==> src/core_pkg.sv <==
/*
  Shared definitions for the three-stage execution pipeline.
  Holds the data and register widths, the data memory size, the opcode
  encoding and the bit positions of the instruction fields. Modules and
  the stage interface import this package with a wildcard import.
*/
package core_pkg;

  // Widths and sizes
  localparam int data_width_lp      = 32;
  localparam int reg_addr_width_lp  = 3;
  localparam int num_regs_lp        = 8;
  localparam int dmem_addr_width_lp = 8;
  localparam int dmem_words_lp      = 256;
  localparam int imm_width_lp       = 16;
  localparam int pc_step_lp         = 4;

  // Instruction field layout
  localparam int op_msb_lp  = 31;
  localparam int op_lsb_lp  = 28;
  localparam int rd_msb_lp  = 27;
  localparam int rd_lsb_lp  = 25;
  localparam int rs1_msb_lp = 24;
  localparam int rs1_lsb_lp = 22;
  localparam int rs2_msb_lp = 21;
  localparam int rs2_lsb_lp = 19;
  localparam int imm_msb_lp = 15;
  localparam int imm_lsb_lp = 0;

  localparam int op_width_lp = op_msb_lp - op_lsb_lp + 1;

  // Codes above OP_SW decode as OP_NOP
  typedef enum logic [op_width_lp-1:0] {
    OP_NOP  = 4'h0,
    OP_ADD  = 4'h1,
    OP_SUB  = 4'h2,
    OP_ADDI = 4'h3,
    OP_LW   = 4'h4,
    OP_SW   = 4'h5
  } opcode_e;

endpackage

==> src/stage_if.sv <==
/*
  One instruction's results as they travel between pipeline registers.
  The owning stage drives every field through src, the next stage and
  the forwarding logic read them through dst. valid low marks a bubble.
*/
`timescale 1ns/1ps

interface stage_if
  import core_pkg::*;
();

  logic                          valid;
  logic [data_width_lp-1:0]      pc;
  logic [data_width_lp-1:0]      instr;
  opcode_e                       opcode;
  logic [reg_addr_width_lp-1:0]  rd;
  logic                          wen;
  logic [data_width_lp-1:0]      result;
  logic                          is_load;
  logic                          is_store;
  logic [dmem_addr_width_lp-1:0] dmem_addr;
  logic [data_width_lp-1:0]      store_data;

  modport src (output valid, pc, instr, opcode, rd, wen, result,
               is_load, is_store, dmem_addr, store_data);

  modport dst (input valid, pc, instr, opcode, rd, wen, result,
               is_load, is_store, dmem_addr, store_data);

endinterface

==> src/exe_stage.sv <==
/*
  Execute stage with the host intake.
  Accepts instruction words from a write-only Wishbone classic slave,
  tags each with a PC, decodes it, forwards operands from the memory and
  writeback registers and computes the ALU value or data memory index.
  A load feeding the next instruction withholds ack for one cycle.
*/
`timescale 1ns/1ps

module exe_stage
  import core_pkg::*;
(
  input  logic                         clk_i,
  input  logic                         reset_i,
  input  logic                         wb_cyc_i,
  input  logic                         wb_stb_i,
  input  logic                         wb_we_i,
  input  logic [data_width_lp-1:0]     wb_dat_i,
  output logic                         wb_ack_o,
  output logic [reg_addr_width_lp-1:0] rs1_addr_o,
  output logic [reg_addr_width_lp-1:0] rs2_addr_o,
  input  logic [data_width_lp-1:0]     rs1_data_i,
  input  logic [data_width_lp-1:0]     rs2_data_i,
  stage_if.dst                         mem_fwd,
  stage_if.dst                         wb_fwd,
  stage_if.src                         out
);

  logic                          exe_v_r;
  logic [data_width_lp-1:0]      exe_pc_r;
  logic [data_width_lp-1:0]      exe_instr_r;
  logic [data_width_lp-1:0]      pc_cnt_r;
  logic [op_width_lp-1:0]        op_raw;
  opcode_e                       opcode;
  logic [reg_addr_width_lp-1:0]  rd, rs1, rs2;
  logic [data_width_lp-1:0]      imm_ext;
  logic                          uses_rs1, uses_rs2, writes_rd;
  logic [data_width_lp-1:0]      op_a, op_b, addr_sum, alu;
  logic                          stall;

  // Youngest producer wins; a load in the memory register has no data yet
  function automatic logic [data_width_lp-1:0] operand(
    input logic [reg_addr_width_lp-1:0] addr,
    input logic [data_width_lp-1:0]     rf_data
  );
    if (mem_fwd.valid && mem_fwd.wen && !mem_fwd.is_load && mem_fwd.rd == addr)
      return mem_fwd.result;
    if (wb_fwd.valid && wb_fwd.wen && wb_fwd.rd == addr)
      return wb_fwd.result;
    return rf_data;
  endfunction

  assign op_raw  = exe_instr_r[op_msb_lp:op_lsb_lp];
  assign opcode  = (op_raw > op_width_lp'(OP_SW)) ? OP_NOP : opcode_e'(op_raw);
  assign rd      = exe_instr_r[rd_msb_lp:rd_lsb_lp];
  assign rs1     = exe_instr_r[rs1_msb_lp:rs1_lsb_lp];
  assign rs2     = exe_instr_r[rs2_msb_lp:rs2_lsb_lp];
  assign imm_ext = {{(data_width_lp-imm_width_lp){exe_instr_r[imm_msb_lp]}},
                    exe_instr_r[imm_msb_lp:imm_lsb_lp]};

  assign uses_rs1  = opcode inside {OP_ADD, OP_SUB, OP_ADDI, OP_LW, OP_SW};
  assign uses_rs2  = opcode inside {OP_ADD, OP_SUB, OP_SW};
  assign writes_rd = opcode inside {OP_ADD, OP_SUB, OP_ADDI, OP_LW};

  assign rs1_addr_o = rs1;
  assign rs2_addr_o = rs2;

  // Also follows the forwarding registers while the operands stay put
  always_comb begin
    op_a = operand(rs1, rs1_data_i);
    op_b = operand(rs2, rs2_data_i);
  end

  assign addr_sum = op_a + imm_ext;

  always_comb begin
    case (opcode)
      OP_ADD:               alu = op_a + op_b;
      OP_SUB:               alu = op_a - op_b;
      OP_ADDI, OP_LW, OP_SW: alu = addr_sum;
      default:              alu = '0;
    endcase
  end

  // Load in memory register feeds the instruction sitting in execute
  assign stall = exe_v_r && mem_fwd.valid && mem_fwd.is_load && mem_fwd.wen &&
                 ((uses_rs1 && rs1 == mem_fwd.rd) || (uses_rs2 && rs2 == mem_fwd.rd));

  assign wb_ack_o = wb_cyc_i && wb_stb_i && wb_we_i && !stall;

  always_ff @(posedge clk_i) begin
    if (reset_i) begin
      exe_v_r  <= 1'b0;
      pc_cnt_r <= '0;
    end else if (!stall) begin
      exe_v_r <= wb_ack_o;
      if (wb_ack_o)
        pc_cnt_r <= pc_cnt_r + data_width_lp'(pc_step_lp);
    end
  end

  always_ff @(posedge clk_i) begin
    if (wb_ack_o) begin
      exe_instr_r <= wb_dat_i;
      exe_pc_r    <= pc_cnt_r;
    end
  end

  // Memory register, a bubble while stalled
  always_ff @(posedge clk_i) begin
    if (reset_i)
      out.valid <= 1'b0;
    else
      out.valid <= exe_v_r && !stall;
  end

  always_ff @(posedge clk_i) begin
    out.pc         <= exe_pc_r;
    out.instr      <= exe_instr_r;
    out.opcode     <= opcode;
    out.rd         <= rd;
    out.wen        <= writes_rd && (rd != '0);
    out.result     <= alu;
    out.is_load    <= (opcode == OP_LW);
    out.is_store   <= (opcode == OP_SW);
    out.dmem_addr  <= addr_sum[dmem_addr_width_lp-1:0];
    out.store_data <= op_b;
  end

endmodule

==> src/flat_wrapper.sv <==
// flat-port wrapper written by rule: the top's interface ports become plain ports
module exe_stage_flat import core_pkg::*;
  (clk_i, reset_i, wb_cyc_i, wb_stb_i, wb_we_i, wb_dat_i, wb_ack_o, rs1_addr_o, rs2_addr_o, rs1_data_i, rs2_data_i, mem_fwd_valid, mem_fwd_pc, mem_fwd_instr, mem_fwd_opcode, mem_fwd_rd, mem_fwd_wen, mem_fwd_result, mem_fwd_is_load, mem_fwd_is_store, mem_fwd_dmem_addr, mem_fwd_store_data, wb_fwd_valid, wb_fwd_pc, wb_fwd_instr, wb_fwd_opcode, wb_fwd_rd, wb_fwd_wen, wb_fwd_result, wb_fwd_is_load, wb_fwd_is_store, wb_fwd_dmem_addr, wb_fwd_store_data, out_valid, out_pc, out_instr, out_opcode, out_rd, out_wen, out_result, out_is_load, out_is_store, out_dmem_addr, out_store_data);
  stage_if mem_fwd_i ();
  stage_if wb_fwd_i ();
  stage_if out_i ();
  input  logic clk_i;
  input  logic reset_i;
  input  logic wb_cyc_i;
  input  logic wb_stb_i;
  input  logic wb_we_i;
  input  logic [data_width_lp-1:0] wb_dat_i;
  output logic wb_ack_o;
  output logic [reg_addr_width_lp-1:0] rs1_addr_o;
  output logic [reg_addr_width_lp-1:0] rs2_addr_o;
  input  logic [data_width_lp-1:0] rs1_data_i;
  input  logic [data_width_lp-1:0] rs2_data_i;
  input wire logic [$bits(mem_fwd_i.valid)-1:0] mem_fwd_valid;
  input wire logic [$bits(mem_fwd_i.pc)-1:0] mem_fwd_pc;
  input wire logic [$bits(mem_fwd_i.instr)-1:0] mem_fwd_instr;
  input wire logic [$bits(mem_fwd_i.opcode)-1:0] mem_fwd_opcode;
  input wire logic [$bits(mem_fwd_i.rd)-1:0] mem_fwd_rd;
  input wire logic [$bits(mem_fwd_i.wen)-1:0] mem_fwd_wen;
  input wire logic [$bits(mem_fwd_i.result)-1:0] mem_fwd_result;
  input wire logic [$bits(mem_fwd_i.is_load)-1:0] mem_fwd_is_load;
  input wire logic [$bits(mem_fwd_i.is_store)-1:0] mem_fwd_is_store;
  input wire logic [$bits(mem_fwd_i.dmem_addr)-1:0] mem_fwd_dmem_addr;
  input wire logic [$bits(mem_fwd_i.store_data)-1:0] mem_fwd_store_data;
  input wire logic [$bits(wb_fwd_i.valid)-1:0] wb_fwd_valid;
  input wire logic [$bits(wb_fwd_i.pc)-1:0] wb_fwd_pc;
  input wire logic [$bits(wb_fwd_i.instr)-1:0] wb_fwd_instr;
  input wire logic [$bits(wb_fwd_i.opcode)-1:0] wb_fwd_opcode;
  input wire logic [$bits(wb_fwd_i.rd)-1:0] wb_fwd_rd;
  input wire logic [$bits(wb_fwd_i.wen)-1:0] wb_fwd_wen;
  input wire logic [$bits(wb_fwd_i.result)-1:0] wb_fwd_result;
  input wire logic [$bits(wb_fwd_i.is_load)-1:0] wb_fwd_is_load;
  input wire logic [$bits(wb_fwd_i.is_store)-1:0] wb_fwd_is_store;
  input wire logic [$bits(wb_fwd_i.dmem_addr)-1:0] wb_fwd_dmem_addr;
  input wire logic [$bits(wb_fwd_i.store_data)-1:0] wb_fwd_store_data;
  output wire logic [$bits(out_i.valid)-1:0] out_valid;
  output wire logic [$bits(out_i.pc)-1:0] out_pc;
  output wire logic [$bits(out_i.instr)-1:0] out_instr;
  output wire logic [$bits(out_i.opcode)-1:0] out_opcode;
  output wire logic [$bits(out_i.rd)-1:0] out_rd;
  output wire logic [$bits(out_i.wen)-1:0] out_wen;
  output wire logic [$bits(out_i.result)-1:0] out_result;
  output wire logic [$bits(out_i.is_load)-1:0] out_is_load;
  output wire logic [$bits(out_i.is_store)-1:0] out_is_store;
  output wire logic [$bits(out_i.dmem_addr)-1:0] out_dmem_addr;
  output wire logic [$bits(out_i.store_data)-1:0] out_store_data;
  assign mem_fwd_i.valid = mem_fwd_valid;
  assign mem_fwd_i.pc = mem_fwd_pc;
  assign mem_fwd_i.instr = mem_fwd_instr;
  assign mem_fwd_i.opcode = mem_fwd_opcode;
  assign mem_fwd_i.rd = mem_fwd_rd;
  assign mem_fwd_i.wen = mem_fwd_wen;
  assign mem_fwd_i.result = mem_fwd_result;
  assign mem_fwd_i.is_load = mem_fwd_is_load;
  assign mem_fwd_i.is_store = mem_fwd_is_store;
  assign mem_fwd_i.dmem_addr = mem_fwd_dmem_addr;
  assign mem_fwd_i.store_data = mem_fwd_store_data;
  assign wb_fwd_i.valid = wb_fwd_valid;
  assign wb_fwd_i.pc = wb_fwd_pc;
  assign wb_fwd_i.instr = wb_fwd_instr;
  assign wb_fwd_i.opcode = wb_fwd_opcode;
  assign wb_fwd_i.rd = wb_fwd_rd;
  assign wb_fwd_i.wen = wb_fwd_wen;
  assign wb_fwd_i.result = wb_fwd_result;
  assign wb_fwd_i.is_load = wb_fwd_is_load;
  assign wb_fwd_i.is_store = wb_fwd_is_store;
  assign wb_fwd_i.dmem_addr = wb_fwd_dmem_addr;
  assign wb_fwd_i.store_data = wb_fwd_store_data;
  assign out_valid = out_i.valid;
  assign out_pc = out_i.pc;
  assign out_instr = out_i.instr;
  assign out_opcode = out_i.opcode;
  assign out_rd = out_i.rd;
  assign out_wen = out_i.wen;
  assign out_result = out_i.result;
  assign out_is_load = out_i.is_load;
  assign out_is_store = out_i.is_store;
  assign out_dmem_addr = out_i.dmem_addr;
  assign out_store_data = out_i.store_data;
  exe_stage u_core (.clk_i(clk_i), .reset_i(reset_i), .wb_cyc_i(wb_cyc_i), .wb_stb_i(wb_stb_i), .wb_we_i(wb_we_i), .wb_dat_i(wb_dat_i), .wb_ack_o(wb_ack_o), .rs1_addr_o(rs1_addr_o), .rs2_addr_o(rs2_addr_o), .rs1_data_i(rs1_data_i), .rs2_data_i(rs2_data_i), .mem_fwd(mem_fwd_i), .wb_fwd(wb_fwd_i), .out(out_i));
endmodule
==> config.mk <==
export PLATFORM = sky130hd
export DESIGN_NAME = exe_stage_flat
export DESIGN_NICKNAME = d
export VERILOG_FILES = /design/src/core_pkg.sv /design/src/stage_if.sv /design/src/exe_stage.sv /design/src/flat_wrapper.sv
export SDC_FILE = /design/constraint.sdc
export NUM_CORES = 1
export LEC_CHECK = 0
export BUFFER_PORTS_ARGS = -buffer_cell sky130_fd_sc_hd__buf_4
export CORE_AREA = 3 3 212 214
export CTS_BUF_LIST = sky130_fd_sc_hd__clkbuf_8
export DETAILED_ROUTE_END_ITERATION = 16
export DIE_AREA = 0 0 215 217
export SETUP_SLACK_MARGIN = 0.2
export SLEW_MARGIN = 10
export SYNTH_ARGS = -nofsm -noshare
export SYNTH_HDL_FRONTEND = slang
export SYNTH_SLANG_ARGS = --single-unit
export TNS_END_PERCENT = 100
==> constraint.sdc <==
create_clock -name clk_i -period 11.9 [get_ports clk_i]
set_input_delay 2.38 -clock clk_i [delete_from_list [all_inputs] [get_ports clk_i]]
set_output_delay 2.38 -clock clk_i [all_outputs]
set_load 0.01 [all_outputs]
Word-level counts from Yosys, hierarchy flattened
Index checks and enable logic that the tools add are counted.
{"block": "totals", "regBits": 244, "wordCells": 75, "inputBits": 395, "output_inout_bits": 154}
{"block": "op_classes", "reduce_logical": 27, "n_eq_ne": 11, "mux": 16, "addsub": 4, "order_cmp": 1, "n_bitwise": 1}
{"op": "$mux W32", "count": 8}
{"op": "$pmux W32 S3", "count": 1}
{"op": "$add A32 B32 Y32", "count": 2}
{"op": "$add A32 B3 Y32 const B", "count": 1}
{"op": "$sub A32 B32 Y32", "count": 1}
{"op": "$eq A3 B3 Y1", "count": 6}
{"op": "$logic_and A1 B1 Y1", "count": 18}
{"op": "$eq A4 B2 Y1 const B", "count": 2}
{"op": "$eq A4 B3 Y1 const B", "count": 2}
{"op": "$mux W1", "count": 6}
{"op": "$reduce_bool A3 Y1", "count": 2}
{"op": "$reduce_bool A5 Y1", "count": 1}
{"op": "$eq A4 B1 Y1 const B", "count": 1}
{"op": "$gt A4 B3 Y1 const B", "count": 1}
{"op": "$mux W4", "count": 1}
{"op": "$reduce_bool A4 Y1", "count": 1}
{"op": "$reduce_or A3 Y1", "count": 1}
{"op": "$logic_not A1 Y1", "count": 2}
{"op": "$reduce_and A2 Y1", "count": 1}
{"op": "$logic_or A1 B1 Y1", "count": 1}
{"op": "$not A1 Y1", "count": 1}

Logic depth before layout (Yosys ltp)
Gate-level depths: netlist (run 1).
{"block": "depth", "ltp_word": 10, "depth_mapped": 22, "ltp_nobuf": 21}

Worst setup path after synthesis (run 1)
Ideal clock, no wire load.
{"block": "synth_path", "path_kind": "input to output", "startpoint": "input port mem_fwd_rd[1]", "endpoint": "output port wb_ack_o", "stages": 4, "path_buffers": 0, "t_required_ns": 9.520, "t_arrival_ns": 6.274, "slack_ns": 3.246, "cell_sequence": "xor2_1 -> or3_1 -> o32ai_1 -> a21oi_1"}
{"block": "synth_between", "elab_chain_cells": 6, "word_cells_on_any_way": 8, "classes_between": "eq/ne (2); reduce/logical (6)"}
{"item": "start, declared", "line_no": "flat_wrapper.sv:22", "rtl": "input wire logic [$bits(mem_fwd_i.rd)-1:0] mem_fwd_rd;"}
{"item": "$eq A3 B3 Y1", "line_no": "exe_stage.sv:87", "rtl": "((uses_rs1 && rs1 == mem_fwd.rd) || (uses_rs2 && rs2 == mem_fwd.rd));"}
{"item": "$logic_and A1 B1 Y1", "line_no": "exe_stage.sv:87"}
{"item": "$logic_or A1 B1 Y1 *", "line_no": "exe_stage.sv:87"}
{"item": "$logic_and A1 B1 Y1 *", "line_no": "exe_stage.sv:86", "rtl": "assign stall = exe_v_r && mem_fwd.valid && mem_fwd.is_load && mem_fwd.wen &&"}
{"item": "$logic_not A1 Y1 *", "line_no": "exe_stage.sv:89", "rtl": "assign wb_ack_o = wb_cyc_i && wb_stb_i && wb_we_i && !stall;"}
{"item": "$logic_and A1 B1 Y1 *", "line_no": "exe_stage.sv:89"}
{"item": "end, declared", "line_no": "flat_wrapper.sv:13", "rtl": "output logic wb_ack_o;"}
Mark *: on every way between the ends. The rest lies on a longest branch, timed or not.

Worst setup path after layout (run 1)
{"block": "layout_path", "startpoint": "input port mem_fwd_rd[1]", "endpoint": "register u_core.out.result[30]"}
{"block": "layout_between", "elab_chain_cells": 6, "word_cells_on_any_way": 12, "classes_between": "add/sub (3); eq/ne (2); mux (5); reduce/logical (2)"}
{"item": "$eq A3 B3 Y1", "line_no": "exe_stage.sv:46", "rtl": "if (mem_fwd.valid && mem_fwd.wen && !mem_fwd.is_load && mem_fwd.rd == addr)"}
{"item": "$logic_and A1 B1 Y1", "line_no": "exe_stage.sv:46"}
{"item": "$mux W1", "line_no": "exe_stage.sv:46"}
{"item": "$mux W32", "line_no": "exe_stage.sv:48", "rtl": "if (wb_fwd.valid && wb_fwd.wen && wb_fwd.rd == addr)"}
{"item": "$add A32 B32 Y32, or another cell as far along", "line_no": "exe_stage.sv:74", "rtl": "assign addr_sum = op_a + imm_ext;"}
{"item": "$pmux W32 S3 *", "line_no": "exe_stage.sv:77", "rtl": "case (opcode)"}
{"item": "named net u_core.alu[30]", "line_no": "exe_stage.sv:38", "rtl": "logic [data_width_lp-1:0] op_a, op_b, addr_sum, alu;"}
{"item": "end signal, assigned", "line_no": "exe_stage.sv:123", "rtl": "out.result <= alu;"}
{"item": "end, declared", "line_no": "stage_if.sv:24", "rtl": "modport src (output valid, pc, instr, opcode, rd, wen, result,"}
The timed path passes the listed nets; every way through them passes the cells marked *.
A chain may end at the register's enable or synchronous reset.

==> impl_metrics.csv, run 1 <==
group,metric,value,unit
synthesis,syn_inst,1218,
worst_setup_path,r2r-end,"u_core.out.result[30]",
placement,numPortBuffers,327,
timing,tightestPinTransition,1.02,ns
timing,setup_viol_count_final,0,
worst_setup_path,critPathLaunchType,"primary input",
clock_network,path_clk_slew,0.06,ns
worst_setup_path,r2r-start,"u_core.exe_instr_r[20]",
min_path,hold_path_depth,0,
die,ios,549,
final_layout,fin_cells,2180,
worst_setup_path,worst_ep_required_time,12.30,ns
worst_setup_path,crit_fanout,7,
min_path,min_from,"u_core.exe_pc_r[12]",
timing,skew,0.0301,ns
worst_setup_path,timing.critical_path.mode_cell,"xor2_1",
global_routing,grt_pass1_wl,62900,um
global_routing,antenna_found_initial,0,
die,die_height,217,um
global_routing,top_usage_layer,"met2",
timing,finalHoldViolations,0,
run_status,status,"completed",
synthesis,ys_types,71,
synthesis,synth_edf_count,62,
global_routing,grt_pass1_vias,10700,
clock_network,numClockSinks,235,
worst_setup_path,path_cells,"buf_4 > xor2_1 > or4_1 > a21boi_0 > o2bb2ai_4 > ha_1 > nand2_1 > o31ai_1 > nand2_1 > o31ai_1 > xor2_1 > ha_1 > nand4_1 > nor3_1 > a211o_1 > a21oi_1 > o41ai_1 > buf_4 > a2111oi_0 > o21bai_1 > a311oi_1 > xor2_1 > o22ai_1",
die,dieArea,46700,um^2
pwr,leakagePower,6.71,nW
die,start_util,27.5,%
final_layout,diodes,0,
synthesis,synthFlopType,"dfxtp_1",
clock_network,cts_setup_buffers,0,
timing,grt_setup_unrepaired,"false",
drt,routed_wl,41900,um
timing,min_period,8.50,ns
drt,dr.pass1.iters,5,
worst_setup_path,crit_path_max_incr_delay,0.68,ns
min_path,min_to,"u_core.out.pc[12]",
drt,vias_per_cell,4.79,
timing,report.final.slew_viol_count,0,
final_layout,area_delta_synth_final,33.5,%
drt,drc,0,
worst_setup_path,rrSetupSlack,4.80,ns
placement,place.gp.congestion,0.898,
timing,fin_setup_tns,0,ns
drt,ant_nets,0,
timing,min_period_over_period,71.4,%
synthesis,ys_seq_area_share,44.9,%
global_routing,met1_usage,21.2,%
timing,slew_headroom,31.7,%
placement,detailed_place_hpwl,32300,um
min_path,min_path_type,"register to register",
worst_setup_path,worstSetupPathType,"primary input to register",
final_layout,layout.nets,2021,
clock_network,clock_path_buffers,3,
final_layout,drive_gt1_share,26.8,%
drt,drt_iter0_markers,615,
drt,dr_total_vias,10400,
clock_network,ctsHoldBuffers,0,
clock_network,clk_latency,0.60,ns
global_routing,use_met2,29.6,%
global_routing,gr-total-overflow,0,
global_routing,grt_max_degree,68,
timing,timing.fmax,118,MHz
worst_setup_path,critical_path_arrival,8.90,ns
final_layout,fillerInstances,4358,
synthesis,avgSynthCellArea,9.73,um^2
synthesis,syn_area,11900,um^2
pwr,vdd_drop_max,0.0980,mV
clock_network,h-tree-depth,2,
placement,placed_cells,2100,
clock_network,clockRootBuffer,"clkbuf_8",
die,die_w,215,um
global_routing,met3_usage,5.86,%
worst_setup_path,slowest_stage,"o31ai_1",
pwr,power-per-cell-area,135,nW/um^2
final_layout,final_common_cell,"buf_4",
die,core,43100,um^2
synthesis,yosys_warnings,0,
clock_network,cts_tree,"built",
synthesis,ys_async_sr_fraction,0,%
drt,post_drt_wl_per_cell,19.2,um
final_layout,final_cell_mix,"341 x buf_4, 173 x dfxtp_1, 125 x nand2_1",
die,num_rows,76,
synthesis,yosys_register_bits,235,
global_routing,grt_usage,17.5,%
worst_setup_path,cp-end-kind,"register",
clock_network,numCtsBuffers,43,
flow_run,maxCapViolCount,0,
clock_network,cts_resized,0,
worst_setup_path,rr_worst_depth,22,
cell families after synthesis:
| kind of cell | Yosys count | synth area share, % |
|---|---|---|
| simple gates | 349 | 14.2 |
| flops | 235 | 44.9 |
| compound gates | 298 | 15.8 |
| xor+xnor | 126 | 9.31 |
| mux | 66 | 5.60 |
| other cells | 1 | 0.0316 |
| buf+inv | 77 | 3.04 |
| fa+ha+maj | 66 | 7.09 |
final cells by class:
| cell class | instances | area, um^2 | area share [%] |
|---|---|---|---|
| repair buffers | 341 | 2560 | 16.2 |
| inverters | 31 | 116 | 0.735 |
| multi-input cells | 908 | 6220 | 39.3 |
| clock inverters | 32 | 209 | 1.32 |
| clock buffers | 48 | 661 | 4.18 |
| flip-flops and latches | 235 | 5330 | 33.7 |
| well taps | 585 | 732 | 4.63 |
how the worst max path moves through the flow:
stage                     cells past startpoint                     to  slack [ns]          start
after floorplan                               4               wb_ack_o        3.25  mem_fwd_rd[1]
after global placement                       23  u_core.out.result[30]        2.86  mem_fwd_rd[1]
after detailed placement                     23  u_core.out.result[30]        2.84  mem_fwd_rd[1]
after CTS                                    23  u_core.out.result[30]        3.46  mem_fwd_rd[1]
after global routing                         23  u_core.out.result[30]        2.96  mem_fwd_rd[1]
final                                        23  u_core.out.result[30]        3.40  mem_fwd_rd[1]
routing by layer:
layer  wire, um  up-vias
met3       3620       58
li1           -     5084
met4        909        0
met5          0        -
met1      17800     4895
met2      19600      397
state kept, by name, indices dropped and copies added (netlist names):
| register | flops |
|---|---|
| u_core.exe_instr_r | 32 |
| u_core.exe_pc_r | 30 |
| u_core.exe_v_r | 1 |
| u_core.out.dmem_addr | 8 |
| u_core.out.instr | 32 |
| u_core.out.is_load | 1 |
| u_core.out.is_store | 1 |
| u_core.out.opcode | 4 |
| u_core.out.pc | 30 |
| u_core.out.result | 32 |
| u_core.out.store_data | 32 |
| u_core.out.valid | 1 |
| u_core.out.wen | 1 |
| u_core.pc_cnt_r | 30 |
stage by stage:
stage | util [%] | area (um^2) | power [mW] | hold slack [ns] | worst slack, ns
global route | 36.7 | 15800 | 2.24 | 0.332 | 2.96
finish | 36.7 | 15800 | 2.13 | 0.327 | 3.40
detailed placement | 34.7 | 15000 | 1.37 | 0.327 | 2.84
CTS | 36.7 | 15800 | 2.16 | 0.311 | 3.46
global placement | 34.7 | 15000 | 1.36 | 0.324 | 2.86
floorplan | - | 11900 | 1.17 | 0.323 | 3.25
power breakdown:
group,switching (mW),leakage (nW),internal (mW),total (mW)
sequential,0.0175,2.05,0.861,0.879
clock,0.362,0.496,0.419,0.781
combinational,0.254,4.16,0.217,0.471
cells in the mapped netlist, types with 3 or more instances:
library cell	instances	area, um^2
a211o_1	3	26.3
a211oi_1	8	60.1
a21o_1	24	180
a21oi_1	67	335
a311oi_1	3	26.3
a31oi_1	6	37.5
and2_1	7	43.8
and3_1	14	87.6
and4_1	3	26.3
buf_2	3	15.0
buf_4	11	82.6
clkbuf_1	27	101
dfxtp_1	173	3460
edfxtp_1	62	1860
ha_1	64	801
inv_1	31	116
mux2_2	3	33.8
mux2i_1	63	631
nand2_1	125	469
nand2b_1	11	68.8
nand3_1	27	135
nand3b_1	4	30.0
nand4_1	7	43.8
nor2_1	76	285
nor2b_1	7	43.8
nor3_1	22	110
nor4_1	9	56.3
o21a_1	10	75.1
o21ai_0	96	480
o21ai_1	3	15.0
o21bai_1	13	97.6
o22ai_1	24	150
o31ai_1	9	67.6
o32ai_1	3	26.3
o41ai_1	5	43.8
or2_2	5	31.3
or3_1	15	93.8
or4_1	7	52.6
xnor2_1	56	490
xor2_1	70	613
critical path, delay by kind of cell:
kind / cells / cell delay [ns]
AO/OA/AOI/OAI: 11 / 3.53
AND/OR/NAND/NOR: 5 / 1.29
XOR/XNOR: 3 / 0.82
adder cells (fa/ha/maj): 2 / 0.59
buffers and inverters: 2 / 0.29
Power figures use the tool's default switching activity.
==> run 2: changes to the inputs <==
Settings changed: ABC_AREA from default to 1, CORE_AREA 3 3 212 214 to 3 3 215 217, DIE_AREA 0 0 215 217 to 0 0 218 220.
Clock period 11.9 ns to 7.5 ns, I/O delays scaled along.
==> run 2 against run 1 <==
Critical path depth rose by 5; sequential cell count did not move; synthesized cell count up 44%; non-clock buffer count increased by 2; largest power group unchanged; highest routed layer is now met5.
==> impl_metrics.csv, run 2 <==
group,metric,value,unit
run_status,status,"completed",
worst_setup_path,crit_fanout,32,
synthesis,synth_compound_area_share,12.5,%
worst_setup_path,cp-end-kind,"register",
timing,report.final.slew_viol_count,0,
pwr,p_total,3.61,mW
timing,min_period_over_period,78.6,%
clock_network,ctsHoldBuffers,0,
timing,timing.fmax,170,MHz
clock_network,h-tree-depth,2,
clock_network,cts_resized,0,
placement,dpl_cell_area,16200,um^2
placement,numPortBuffers,327,
synthesis,yosysTopAreaCell,"dfxtp_1",
clock_network,numClockSinks,235,
timing,slew_headroom,29.3,%
clock_network,cts_tree,"built",
clock_network,numCtsBuffers,43,
synthesis,syn_area,13200,um^2
clock_network,cts_setup_buffers,0,
synthesis,synthXorXnorAreaFrac,5.36,%
die,die_height,220,um
worst_setup_path,worstSetupPathType,"primary input to register",
worst_setup_path,path_buf_inv,2,
worst_setup_path,slowest_stage,"nor2_4",
drt,routed_wl,51500,um
synthesis,syn_inst,1748,
worst_setup_path,crit_path_max_incr_delay,0.45,ns
global_routing,grt_pass1_vias,13100,
worst_setup_path,worst_ep_required_time,7.91,ns
placement,dp_slack,1.11,ns
global_routing,grt_usage,20.8,%
flow_run,maxCapViolCount,0,
final_layout,final_cell_area,17200,um^2
timing,tightestPinTransition,1.06,ns
synthesis,synth.area.top_cells,"dfxtp_1 26%, edfxtp_1 14%, nand2_1 12%, ha_1 6.1%, inv_1 4.9%",
global_routing,grt_max_degree,51,
drt,drc,0,
synthesis,ys_types,50,
global_routing,grt_pass1_wl,75700,um
drt,vias_per_cell,4.92,
placement,place.gp.congestion,0.912,
timing,skew,0.0285,ns
clock_network,path_clk_slew,0.06,ns
synthesis,synth_top_family_by_area,"simple AND/OR/NAND/NOR gates",
drt,ant_nets,0,
synthesis,synthFlopType,"dfxtp_1",
drt,dr.pass1.iters,6,
min_path,min_path_type,"register to register",
placement,placed_cells,2623,
timing,min_period,5.90,ns
synthesis,synth_edf_count,62,
global_routing,gr-total-overflow,0,
worst_setup_path,critical_path_arrival,6.30,ns
clock_network,clock_path_buffers,3,
synthesis,ys_seq_area_share,40.3,%
synthesis,synth_simple_gate_area_share,28.0,%
synthesis,ys_async_sr_fraction,0,%
die,core,44300,um^2
drt,drt_iter0_markers,860,
synthesis,avgSynthCellArea,7.56,um^2
final_layout,area_delta_synth_final,30.2,%
drt,dr_total_vias,13300,
worst_setup_path,cp_top_family,"simple AND/OR/NAND/NOR gates",
synthesis,synthTopCellsByCount,"430 x nand2_1, 173 x dfxtp_1, 172 x inv_1",
worst_setup_path,timing.critical_path.mode_cell,"nand2_1",
die,die_w,218,um
final_layout,fin_cells,2705,
final_layout,final_cell_mix,"429 x nand2_1, 343 x buf_4, 182 x inv_1",
timing,fin_ws,1.60,ns
synthesis,yosys_warnings,0,
clock_network,clk_latency,0.61,ns
drt,post_drt_wl_per_cell,19.0,um
die,start_util,29.8,%
timing,setup_viol_count_final,0,
synthesis,yosys_register_bits,235,
placement,detailed_place_hpwl,41300,um
final_layout,drive_gt1_share,22.3,%
timing,grt_setup_unrepaired,"false",
global_routing,antenna_found_initial,8,
die,dieArea,48000,um^2
timing,fin_setup_tns,0,ns
synthesis,synthAdderAreaFrac,6.36,%
pwr,power-per-cell-area,210,nW/um^2
final_layout,final_common_cell,"nand2_1",
pwr,vdd_drop_max,0.156,mV
worst_setup_path,critPathLaunchType,"primary input",
synthesis,synth_most_common_cell,"nand2_1",
worst_setup_path,rrSetupSlack,2.11,ns
timing,finalHoldViolations,0,
pwr,leakagePower,8.09,nW
die,ios,549,
clock_network,clockRootBuffer,"clkbuf_8",
final_layout,layout.nets,2537,
synthesis,synthMuxAreaShare,0,%
die,num_rows,77,
synthesis,yosysTopAreaCellShare,26.2,%
run 2: cell types whose count changed after synthesis, sizes merged, moves of 21 or more:
| cell | before | now |
|---|---|---|
| xnor2 | 56 | 23 |
| nand4 | 8 | 44 |
| nor2 | 76 | 159 |
| nand2 | 125 | 446 |
| inv | 31 | 178 |
| a21oi | 67 | 127 |
| buf | 19 | 40 |
| a31oi | 6 | 35 |
| mux2i | 63 | 0 |
| nand3 | 28 | 107 |
| o22ai | 24 | 2 |
run 2: power breakdown:
group | internal [mW] | switching (mW)
sequential | 1.37 | 0.0271
combinational | 0.330 | 0.510
clock | 0.787 | 0.583
total | 2.49 | 1.12
run 2: through the flow:
step / hold WS, ns / util [%]
global placement: 0.324 / 36.6
global route: 0.343 / 38.8
floorplan: 0.323 / -
CTS: 0.340 / 38.8
detailed placement: 0.327 / 36.6
finish: 0.339 / 38.8
run 2: worst register-to-register path: stages, from the launching register on:
cell,delay (ns)
edfxtp_1,0.48
nand2_1,0.12
nand2_1,0.09
nor2_4,0.45
nand2_4,0.41
nand2_2,0.17
nand2_2,0.07
a21oi_4,0.20
ha_1,0.27
nand2_1,0.11
nor2_4,0.21
nand3_2,0.14
a21oi_2,0.23
nand3_1,0.11
xor2_1,0.17
ha_1,0.37
nand2_1,0.11
nor2_1,0.17
nand2_1,0.13
nor4_1,0.22
nand2_1,0.11
o211ai_1,0.23
nand3_1,0.12
nand3_1,0.11
a21oi_1,0.06
o21ai_0,0.14
o21ai_0,0.18
run 2: path summary, 6_finish.rpt:
check                              start               endpoint  cells past startpoint
hold reg to reg      u_core.exe_pc_r[17]      u_core.out.pc[17]                      0
setup reg to reg  u_core.exe_instr_r[20]  u_core.out.result[28]                     26
setup / recovery            wb_fwd_valid  u_core.out.result[28]                     28
hold / removal       u_core.exe_pc_r[17]      u_core.out.pc[17]                      0
run 2: final cells by class:
class                           instances  area [um^2]
Fill cell                            4685        27100
Antenna cell                            4         10.0
Clock buffer                           53          729
Clock inverter                         25          240
Sequential cell                       235         5330
Tap cell                              592          741
Timing Repair Buffer                  343         2570
Multi-Input combinational cell       1275         6920
Inverter                              178          669
run 2: cell families (layout without fill, tap and decap cells):
kind of cell | count (synthesis) | after routing
flip-flops | 235 | 235
other | 1 | 7
buffers and inverters | 240 | 599
adder cells (fa/ha/maj) | 66 | 66
XOR/XNOR | 80 | 80
AO/OA/AOI/OAI | 293 | 293
AND/OR/NAND/NOR | 833 | 833
run 2: metal layers:
metal / track usage [%] / routed length (um)
met1: 25.9 / 21600
met2: 35.2 / 24200
met3: 5.24 / 4140
met4: 6.96 / 1470
met5: 0 / 96
==> run 3: changes to the inputs <==
Settings changed: ABC_AREA 1 to 0, CORE_AREA 3 3 215 217 to 3 3 214 216, DIE_AREA 0 0 218 220 to 0 0 217 219.
Clock period 7.5 ns to 5.9 ns, I/O delays scaled along.
==> run 3 against run 2 <==
Count of clock-buffer cells in the layout fell by 2; sequential cell count did not move; non-clock buffer count rose by 145; cell area fell by 0.82%; sequential power rose by 26%; clock power rose by 16%; combinational power rose by 30%; worst setup slack got worse by 1.2 ns; clock skew fell by 0.0089 ns; global-route usage fell by 3.2 points; first-iteration DRC count fell by 34%; sequential share of layout area rose by 0.26 points.
==> impl_metrics.csv, run 3 (same netlist as run 1, synthesis figures left out) <==
group,metric,value,unit
run_status,status,"completed",
clock_network,cts_tree,"built",
global_routing,antenna_found_initial,8,
worst_setup_path,r2r-end,"u_core.out.result[31]",
worst_setup_path,cp-end-kind,"register",
worst_setup_path,rr_worst_depth,19,
worst_setup_path,crit_path_max_incr_delay,0.56,ns
pwr,vdd_drop_max,0.187,mV
final_layout,drive_gt1_share,33.4,%
die,dieArea,47500,um^2
timing,min_period,5.53,ns
timing,setup_viol_count_final,0,
drt,dr_total_vias,11000,
clock_network,clock_path_buffers,3,
placement,numPortBuffers,327,
timing,report.final.slew_viol_count,0,
timing,skew,0.0196,ns
clock_network,clk_latency,0.59,ns
timing,tightestPinTransition,1.06,ns
die,core,44100,um^2
die,num_rows,77,
final_layout,area_delta_synth_final,44.0,%
worst_setup_path,crit_fanout,10,
final_layout,layout.nets,2167,
die,ios,549,
worst_setup_path,timing.critical_path.mode_cell,"buf_4",
clock_network,numCtsBuffers,42,
pwr,power-per-cell-area,261,nW/um^2
die,start_util,26.9,%
global_routing,grt_usage,17.6,%
pwr,leakagePower,7.47,nW
drt,drc,0,
min_path,min_path_type,"register to register",
worst_setup_path,critical_path_arrival,6.02,ns
worst_setup_path,slowest_stage,"or4_1",
clock_network,h-tree-depth,2,
clock_network,path_clk_slew,0.07,ns
timing,slew_headroom,29.2,%
worst_setup_path,path_cells,"buf_4 > xor2_1 > or4_1 > buf_4 > buf_6 > mux2i_1 > mux2i_1 > nand4_2 > or3_4 > buf_4 > o31ai_1 > xor2_1 > ha_1 > nand2_1 > or4_1 > o21a_1 > o31ai_1 > o221ai_1 > xnor2_1 > o22ai_1",
min_path,hold_path_depth,0,
placement,dp_slack,-0.379,ns
worst_setup_path,rrSetupSlack,0.51,ns
drt,vias_per_cell,4.71,
clock_network,clockRootBuffer,"clkbuf_8",
die,die_height,219,um
timing,timing.fmax,181,MHz
worst_setup_path,critPathLaunchType,"primary input",
placement,detailed_place_hpwl,34500,um
worst_setup_path,r2r-start,"u_core.exe_instr_r[21]",
worst_setup_path,worstSetupPathType,"primary input to register",
pwr,p_total,4.45,mW
drt,routed_wl,43100,um
global_routing,grt_max_degree,68,
timing,finalHoldViolations,0,
timing,fin_ws,0.366,ns
clock_network,ctsHoldBuffers,0,
global_routing,gr-total-overflow,0,
drt,drt_iter0_markers,566,
global_routing,grt_pass1_vias,11300,
die,die_w,217,um
drt,ant_nets,0,
global_routing,grt_pass1_wl,64100,um
final_layout,final_common_cell,"buf_4",
min_path,min_from,"u_core.exe_pc_r[2]",
timing,fin_setup_tns,0,ns
flow_run,maxCapViolCount,0,
drt,post_drt_wl_per_cell,18.4,um
placement,place.gp.congestion,0.918,
timing,min_period_over_period,93.8,%
final_layout,final_cell_mix,"485 x buf_4, 173 x dfxtp_1, 124 x nand2_1",
min_path,min_to,"u_core.out.pc[2]",
timing,grt_setup_unrepaired,"false",
clock_network,numClockSinks,235,
drt,dr.pass1.iters,5,
worst_setup_path,worst_ep_required_time,6.39,ns
run 3: cell types whose count changed in the layout (fill, tap and decap cells not counted), moves of 63 or more:
| cell | delta |
|---|---|
| buf_4 | +142 |
| inv_1 | -133 |
| nand3_1 | -77 |
| mux2i_1 | +63 |
| nand2_1 | -305 |
| nor2_1 | -71 |
run 3: power by group:
| part | switching, mW | internal (mW) | leakage [nW] |
|---|---|---|---|
| clock | 0.711 | 0.878 | 0.513 |
| combinational | 0.546 | 0.546 | 4.90 |
| sequential | 0.0344 | 1.74 | 2.05 |
| total | 1.29 | 3.16 | 7.47 |
run 3: timing repair:
item | CTS | global route
gates resized for setup | 0 | 13
setup endpoints to repair | 0 | 8
setup buffers | 0 | 0
endpoints found under the hold margin | 0 | 0
run 3: worst max-delay path by stage:
stage,start,to,slack (ns),cells after the start
6_report,wb_fwd_rd[1],u_core.out.result[31],0.37,20
5_1_grt,wb_fwd_rd[1],u_core.out.result[31],0.23,20
4_1_cts,wb_fwd_rd[1],u_core.out.result[30],0.29,22
3_5_place_dp,wb_fwd_rd[1],u_core.out.result[30],-0.38,22
3_3_place_gp,wb_fwd_rd[1],u_core.out.result[30],-0.34,22
2_1_floorplan,wb_fwd_rd[1],u_core.out.result[30],0.21,22
run 3: routing by layer:
metal / vias up / global-route usage, % / part of all wire, %
met5: - / 0 / 0.067
met4: 4 / 7.81 / 3.9
met3: 95 / 6.52 / 10
met2: 425 / 28.8 / 45
met1: 5093 / 20.8 / 41
li1: 5384 / - / -
run 3: worst max-delay path: cells and delay by family:
family | cells | cell delay (ns)
compound gates | 5 | 1.24
mux | 2 | 0.38
fa+ha+maj | 1 | 0.33
buf+inv | 4 | 0.63
simple gates | 5 | 1.83
xor+xnor | 3 | 0.42
run 3: cell type report:
| cell class | count | area, um^2 |
|---|---|---|
| Antenna cell | 5 | 12.5 |
| Clock buffer | 51 | 702 |
| Clock inverter | 26 | 186 |
| Fill cell | 4462 | 27100 |
| Inverter | 31 | 116 |
| Multi-Input combinational cell | 908 | 6290 |
| Sequential cell | 235 | 5330 |
| Tap cell | 592 | 741 |
| Timing Repair Buffer | 488 | 3690 |
run 3: per-stage QoR:
step	std cells	cell area [um^2]	hold WS, ns	util, %
detailed placement	2254	16100	0.327	36.5
CTS	2331	17000	0.341	38.5
global placement	2254	16100	0.325	36.5
global route	2333	17100	0.346	38.7
floorplan	1220	11900	0.323	-
finish	2336	17100	0.339	38.7
